$ cat src/hdl/z80_cfg.svh
`ifndef Z80_CFG_SVH
`define Z80_CFG_SVH

// code bus widths
`define Z80_ADDR_W 16
`define Z80_DATA_W 8

// longest unprefixed or CB instruction, in bytes
`define Z80_MAX_LEN 3

// first fetch address after reset
`define Z80_RESET_PC 0

`endif

$ cat src/hdl/z80Pkg.sv
`default_nettype none

`include "z80_cfg.svh"

package z80Pkg;

    typedef logic [`Z80_ADDR_W-1:0] codeAddrT;
    typedef logic [`Z80_DATA_W-1:0] codeByteT;

    // holds 1 to 3
    typedef logic [$clog2(`Z80_MAX_LEN+1)-1:0] instrLenT;

    // byte 0 sits in the low bits
    typedef logic [`Z80_MAX_LEN*`Z80_DATA_W-1:0] instrBytesT;

    typedef enum logic [3:0] {
        grpLoad,
        grpIncDec,
        grpAlu,
        grpJump,
        grpCall,
        grpReturn,
        grpStack,
        grpExchange,
        grpControl,
        grpCbPrefix,
        grpUnsupported,
        // groups for the byte after CB
        grpRotShift,
        grpIllegal,
        grpBit,
        grpRes,
        grpSet
    } instrGroupT;

    typedef enum logic [1:0] {
        stIdle,
        stFirst,
        stMore,
        stHold
    } fetchStateT;

endpackage

`default_nettype wire

$ cat src/hdl/busFetcher.sv
`timescale 1ns/1ps
`default_nettype none

module busFetcher import z80Pkg::*; (
    input  wire           clk,
    input  wire           rst,
    input  wire           fetchReq,
    input  wire codeAddrT fetchAddr,
    output logic          fetchDone,
    output codeByteT      fetchByte,
    output logic          wbCyc,
    output logic          wbStb,
    output codeAddrT      wbAdr,
    input  wire codeByteT wbDatRd,
    input  wire           wbAck
);

    logic ackSeen;

    assign ackSeen = wbCyc && wbAck;

    always_ff @(posedge clk) begin
        if (rst) begin
            wbCyc <= 1'b0;
            wbStb <= 1'b0;
            fetchDone <= 1'b0;
        end else begin
            fetchDone <= 1'b0;
            if (ackSeen) begin
                // the bus goes idle for at least one cycle after every read
                wbCyc <= 1'b0;
                wbStb <= 1'b0;
                fetchDone <= 1'b1;
            end else if (fetchReq && !wbCyc) begin
                wbCyc <= 1'b1;
                wbStb <= 1'b1;
            end
        end
    end

    always_ff @(posedge clk) begin
        if (fetchReq && !wbCyc) begin
            wbAdr <= fetchAddr;
        end
        if (ackSeen) begin
            fetchByte <= wbDatRd;
        end
    end

endmodule

`default_nettype wire

$ cat src/hdl/cbDecoder.sv
`timescale 1ns/1ps
`default_nettype none

module cbDecoder import z80Pkg::*; (
    input  wire codeByteT opcode,
    output instrGroupT    group
);

    always_comb begin
        case (opcode[7:6])
            2'b00: begin
                // 30-37 is the undocumented SLL row
                if (opcode[5:3] == 3'b110) begin
                    group = grpIllegal;
                end else begin
                    group = grpRotShift;
                end
            end
            2'b01:
                group = grpBit;
            2'b10:
                group = grpRes;
            default:
                group = grpSet;
        endcase
    end

endmodule

`default_nettype wire

$ cat src/hdl/instrAssembler.sv
`timescale 1ns/1ps
`default_nettype none

`include "z80_cfg.svh"

module instrAssembler import z80Pkg::*; (
    input  wire             clk,
    input  wire             rst,
    output logic            fetchReq,
    output codeAddrT        fetchAddr,
    input  wire             fetchDone,
    input  wire codeByteT   fetchByte,
    output codeByteT        firstByte,
    output codeByteT        secondByte,
    input  wire instrLenT   opLen,
    input  wire instrGroupT opGroup,
    input  wire instrGroupT cbGroup,
    output logic            instrValid,
    input  wire             instrReady,
    output codeAddrT        instrPc,
    output instrBytesT      instrBytes,
    output instrLenT        instrLen,
    output instrGroupT      instrGroup
);

    fetchStateT state;
    // bytes of the current instruction gathered so far
    instrLenT   cnt;
    codeAddrT   nextAddr;
    logic       lastByte;
    instrGroupT finalGroup;

    // decode straight off the fetcher in the cycle the byte arrives
    assign firstByte = (state == stFirst) ? fetchByte : instrBytes[`Z80_DATA_W-1:0];
    assign secondByte = (state == stMore && cnt == 2'd1) ? fetchByte :
                        instrBytes[2*`Z80_DATA_W-1:`Z80_DATA_W];

    assign nextAddr = instrPc + codeAddrT'(cnt) + codeAddrT'(1);
    assign lastByte = (instrLenT'(cnt + 2'd1) == opLen);
    assign finalGroup = (opGroup == grpCbPrefix) ? cbGroup : opGroup;

    always_ff @(posedge clk) begin
        if (rst) begin
            state <= stIdle;
            fetchReq <= 1'b0;
            instrValid <= 1'b0;
            cnt <= '0;
            // instrPc doubles as the program counter
            instrPc <= codeAddrT'(`Z80_RESET_PC);
        end else begin
            fetchReq <= 1'b0;
            case (state)
                stIdle: begin
                    fetchReq <= 1'b1;
                    state <= stFirst;
                end
                stFirst, stMore: begin
                    if (fetchDone) begin
                        cnt <= instrLenT'(cnt + 2'd1);
                        if (lastByte) begin
                            instrValid <= 1'b1;
                            state <= stHold;
                        end else begin
                            fetchReq <= 1'b1;
                            state <= stMore;
                        end
                    end
                end
                default: begin
                    if (instrReady) begin
                        instrValid <= 1'b0;
                        cnt <= '0;
                        instrPc <= instrPc + codeAddrT'(instrLen);
                        fetchReq <= 1'b1;
                        state <= stFirst;
                    end
                end
            endcase
        end
    end

    always_ff @(posedge clk) begin
        case (state)
            stIdle:
                fetchAddr <= instrPc;
            stHold:
                fetchAddr <= instrPc + codeAddrT'(instrLen);
            default:
                fetchAddr <= nextAddr;
        endcase
        if (fetchDone && state == stFirst) begin
            // upper bytes of a short instruction read as zero
            instrBytes <= instrBytesT'(fetchByte);
        end else if (fetchDone && state == stMore) begin
            instrBytes[cnt*`Z80_DATA_W +: `Z80_DATA_W] <= fetchByte;
        end
        if (fetchDone && state != stHold && lastByte) begin
            instrLen <= opLen;
            instrGroup <= finalGroup;
        end
    end

endmodule

`default_nettype wire

$ cat src/hdl/opcodeDecoder.sv
`timescale 1ns/1ps
`default_nettype none

module opcodeDecoder import z80Pkg::*; (
    input  wire codeByteT opcode,
    output instrLenT      len,
    output instrGroupT    group
);

    always_comb begin
        // most opcodes carry no operand
        len = 2'd1;
        group = grpUnsupported;
        // first match wins, so exact opcodes go ahead of the patterns
        case (opcode) inside
            8'h00, 8'h76, 8'hF3, 8'hFB:
                group = grpControl;
            8'hD3, 8'hDB: begin
                group = grpControl;
                len = 2'd2;
            end
            8'h08, 8'hE3, 8'hEB, 8'hD9:
                group = grpExchange;
            8'hCB: begin
                group = grpCbPrefix;
                len = 2'd2;
            end
            8'hDD, 8'hED, 8'hFD:
                group = grpUnsupported;
            8'hC3: begin
                group = grpJump;
                len = 2'd3;
            end
            8'hE9:
                group = grpJump;
            // DJNZ, JR and JR cc take a displacement
            8'h10, 8'h18, 8'b001??000: begin
                group = grpJump;
                len = 2'd2;
            end
            8'hCD: begin
                group = grpCall;
                len = 2'd3;
            end
            8'hC9:
                group = grpReturn;
            8'hF9:
                group = grpLoad;
            8'b00??0001, 8'b001??010: begin
                group = grpLoad;
                len = 2'd3;
            end
            8'b00??1001:
                group = grpAlu;
            8'b000?0010, 8'b000?1010:
                group = grpLoad;
            8'b00???011, 8'b00???10?:
                group = grpIncDec;
            8'b00???110: begin
                group = grpLoad;
                len = 2'd2;
            end
            // rotates on A, DAA, CPL, SCF, CCF
            8'b00???111:
                group = grpAlu;
            8'b01??????:
                group = grpLoad;
            8'b10??????:
                group = grpAlu;
            8'b11???000:
                group = grpReturn;
            8'b11??0001, 8'b11??0101:
                group = grpStack;
            8'b11???010: begin
                group = grpJump;
                len = 2'd3;
            end
            8'b11???100: begin
                group = grpCall;
                len = 2'd3;
            end
            8'b11???110: begin
                group = grpAlu;
                len = 2'd2;
            end
            // RST p
            8'b11???111:
                group = grpCall;
        endcase
    end

endmodule

`default_nettype wire

$ cat src/hdl/z80Predecode.sv
`timescale 1ns/1ps
`default_nettype none

module z80Predecode import z80Pkg::*; (
    input  wire           clk,
    input  wire           rst,
    output logic          wbCyc,
    output logic          wbStb,
    output codeAddrT      wbAdr,
    input  wire codeByteT wbDatRd,
    input  wire           wbAck,
    output logic          instrValid,
    input  wire           instrReady,
    output codeAddrT      instrPc,
    output instrBytesT    instrBytes,
    output instrLenT      instrLen,
    output instrGroupT    instrGroup
);

    logic       fetchReq;
    logic       fetchDone;
    codeAddrT   fetchAddr;
    codeByteT   fetchByte;
    codeByteT   firstByte;
    codeByteT   secondByte;
    instrLenT   opLen;
    instrGroupT opGroup;
    instrGroupT cbGroup;

    busFetcher u_fetcher (
        .clk(clk),
        .rst(rst),
        .fetchReq(fetchReq),
        .fetchAddr(fetchAddr),
        .fetchDone(fetchDone),
        .fetchByte(fetchByte),
        .wbCyc(wbCyc),
        .wbStb(wbStb),
        .wbAdr(wbAdr),
        .wbDatRd(wbDatRd),
        .wbAck(wbAck)
    );

    instrAssembler u_assembler (
        .clk(clk),
        .rst(rst),
        .fetchReq(fetchReq),
        .fetchAddr(fetchAddr),
        .fetchDone(fetchDone),
        .fetchByte(fetchByte),
        .firstByte(firstByte),
        .secondByte(secondByte),
        .opLen(opLen),
        .opGroup(opGroup),
        .cbGroup(cbGroup),
        .instrValid(instrValid),
        .instrReady(instrReady),
        .instrPc(instrPc),
        .instrBytes(instrBytes),
        .instrLen(instrLen),
        .instrGroup(instrGroup)
    );

    opcodeDecoder u_opDecoder (
        .opcode(firstByte),
        .len(opLen),
        .group(opGroup)
    );

    cbDecoder u_cbDecoder (
        .opcode(secondByte),
        .group(cbGroup)
    );

endmodule

`default_nettype wire

$ cat config.mk
export PLATFORM = sky130hd
export DESIGN_NAME = z80Predecode
export DESIGN_NICKNAME = d
export VERILOG_FILES = /design/src/hdl/z80Pkg.sv /design/src/hdl/busFetcher.sv /design/src/hdl/cbDecoder.sv /design/src/hdl/instrAssembler.sv /design/src/hdl/opcodeDecoder.sv /design/src/hdl/z80Predecode.sv
export VERILOG_INCLUDE_DIRS = /design/src /design/src/hdl
export SDC_FILE = /design/constraint.sdc
export NUM_CORES = 1
export LEC_CHECK = 0
export BUFFER_PORTS_ARGS = -buffer_cell sky130_fd_sc_hd__buf_2
export CAP_MARGIN = 40
export CELL_PAD_IN_SITES_DETAIL_PLACEMENT = 1
export CELL_PAD_IN_SITES_GLOBAL_PLACEMENT = 1
export CORE_UTILIZATION = 47
export DETAILED_ROUTE_END_ITERATION = 6
export GPL_TIMING_DRIVEN = 0
export PLACE_DENSITY_LB_ADDON = 0.1
export SKIP_CTS_REPAIR_TIMING = 1
export SYNTH_ARGS = -nofsm -noshare
export SYNTH_HDL_FRONTEND = slang
export SYNTH_SLANG_ARGS = --single-unit
$ cat constraint.sdc
create_clock -name clk -period 4.85 [get_ports clk]
set_clock_uncertainty 0.15 [all_clocks]
set_input_delay 1.2125 -clock clk [delete_from_list [all_inputs] [get_ports clk]]
set_output_delay 1.2125 -clock clk [all_outputs]
set_load 0.01 [all_outputs]
==> metrics <==
count leader, synth=dfxtp_1; Seq cells post-synth=94; crit path time final=3.63 ns; drt wl/cell=18.8 µm; unrepaired setup endpoints after global routing=false; Via Count=4,378; io pins=77; worst-case headroom to the max-slew limit=54.2%; initial antenna violation count=0; Leak=2.20 nW; Nets=630; Site Rows=36; antenna diode count=0; HPWL after detailed placement=10.4 mm; library cells used by synthesis=69; cell at the slowest stage of the critical path=clkbuf_1; Initial Util=48.8%; Max FO, Critical Path=10; Syn Inst Count=510; CTS Buf Count=9; GRT overflow=0; PortBufs=76; Register Area=2260 µm²; flop2flop setup slack=1.22 ns; multi-input logic area=2360 µm²; asr flop ratio synth=0%; vias in the first global route=4,306; Reg clk slew, reported paths=0.10 ns; number of H-tree levels=3; Synth Cell Area=4810 µm²; status=complete, no violations; top cell type by total area after synthesis=edfxtp_1; GRT Resource Usage Total=27.7%; syn_nets=539; area share of the largest cell type after synthesis=23.7%; Filler cells=1,160; Die Span Y=103 µm; Worst path max stage delay=0.39 ns; ANT nets after route=0; setup TNS=0 ns; clock root buffer=clkbuf_8; Max Cap Violations=0; placed cell areas=5400 µm²; pwr/cell area=291 nW/µm²; DR pass1 iterations=4; Worst Tran Pin Value=0.685 ns; synthesis-to-finish area growth=16.8%; ranking of synthesized cells by area=edfxtp_1, dfxtp_1, ha_1; Clock Tree Buf Depth=2; Fin. Hold Viols=0; Layout Cells excl Fill=739; Via density=5.92; Final Cell Area=5620 µm²; Placed Cells=723; layout cells sized above 1=18.8%; GPL Wtd Cong=0.913; DRC viols=0; clock sinks=94; worst-skew pair later-pin latency=0.37 ns; WP data arrival=3.57 ns; crit end category=register; fmax=275 MHz; total wire length=13.9 mm; Mean Syn Cell Area=9.44 µm²; first-pass GRT wire length=22.4 mm; Peak VDD IR=176 µV; critical path, cell by cell=inv_1 > ha_1 > buf_2 > buf_4 > clkbuf_1 > nand2_1 > o32ai_1 > nand2_1 > nand4_1 > nand3_1 > a211oi_1 > buf_2; Setup CP Type=reg -> reg; # setup viols final=0; Fin Hold WS=0.261 ns; nature of the critical path startpoint=register; DRT iter0 DRCs=197; DIE WIDTH=103 µm; core area=9860 µm²; most frequent cells after synthesis=dfxtp_1, nor2_1, nand2_1; fin crit share=74.9%; largest net degree at the start of global routing=18; Yosys Warn Count=0; CTS tree=yes; final slew viol count=0; Post-synth EDFFs=38; hold crit path type=reg -> reg; Req. time, crit path=4.78 ns; sequential share of the synthesized area=47.0%; Primary FF master, synth=dfxtp_1; die area=10,600 µm²
==> layout make-up <==
class | count | share of cell area [%]
Tap cell | 133 | 2.96
Buffer | 27 | 2.09
Clock inverter | 7 | 1.82
Multi-Input combinational cell | 369 | 42.0
Timing Repair Buffer | 80 | 7.39
Inverter | 20 | 1.34
Sequential cell | 94 | 40.2
Clock buffer | 9 | 2.20
==> stage by stage <==
| step | worst slack, ns | utilization, % | total power [mW] |
|---|---|---|---|
| after floorplan | 1.65 | - | 0.991 |
| after global placement | 1.06 | 54.3 | 1.05 |
| after detailed placement | 1.29 | 54.7 | 1.06 |
| after CTS | 1.22 | 57.0 | 1.64 |
| after global routing | 0.864 | 57.0 | 1.70 |
| final | 1.22 | 57.0 | 1.64 |
==> layout by cell type, fill, tap and decap left out, types with 15 or more instances in the layout <==
cell type,count
dfxtp_1,56
inv_1,20
o21ai_0,28
ha_1,15
a22oi_1,20
buf_2,79
clkbuf_1,22
a21oi_1,26
edfxtp_1,38
nand2_1,45
nor2_1,49
==> worst max-delay path, delay by kind of cell (launching register included) <==
family	cells	cell delay (ns)
buffers and inverters	5	1.24
AND/OR/NAND/NOR	4	0.69
AO/OA/AOI/OAI	2	0.58
flip-flops	1	0.37
adder cells (fa/ha/maj)	1	0.31
==> worst paths after layout <==
check | start | end | depth (start not counted)
max | u_assembler.state[1] | u_assembler.instrGroup[0] | 12
min | u_assembler.fetchAddr[10] | u_fetcher.wbAdr[10] | 0
max reg2reg | u_assembler.state[1] | u_assembler.instrGroup[0] | 12
min reg2reg | u_assembler.fetchAddr[10] | u_fetcher.wbAdr[10] | 0
==> cells by family (layout without fill, tap and decap cells) <==
| kind of cell | after synthesis | in the layout | synth area share (%) |
|---|---|---|---|
| XOR/XNOR | 14 | 14 | 2.55 |
| multiplexers | 8 | 8 | 2.03 |
| AND/OR/NAND/NOR | 187 | 187 | 19.6 |
| buffers and inverters | 47 | 143 | 4.00 |
| AO/OA/AOI/OAI | 143 | 143 | 20.1 |
| adder cells (fa/ha/maj) | 17 | 17 | 4.73 |
| flip-flops | 94 | 94 | 47.0 |
==> registers in the layout, summed over array words and instances, names as in the netlist <==
signal,flops
u_assembler.fetchAddr,16
u_assembler.instrLen,2
u_assembler.instrGroup,4
u_fetcher.fetchDone,1
u_assembler.state,2
u_assembler.instrPc,16
u_fetcher.wbCyc,1
u_fetcher.fetchByte,8
u_assembler.instrValid,1
u_assembler.fetchReq,1
u_assembler.cnt,2
u_fetcher.wbAdr,16
u_assembler.instrBytes,24
==> power by group <==
part | leakage, nW | internal (mW) | switching (mW)
clock | 0.116 | 0.298 | 0.296
combinational | 1.28 | 0.0659 | 0.119
sequential | 0.803 | 0.845 | 0.0116
==> layer usage <==
layer | vias to the layer above | part of all wire (%) | wire (µm) | track usage (%)
li1 | 2078 | - | - | -
met1 | 2171 | 48 | 6710 | 39.5
met2 | 113 | 46 | 6430 | 43.8
met3 | 16 | 4.1 | 573 | 4.30
met4 | 0 | 1.1 | 157 | 7.91
met5 | - | 0 | 0 | 0
Power figures use the tool's default switching activity.
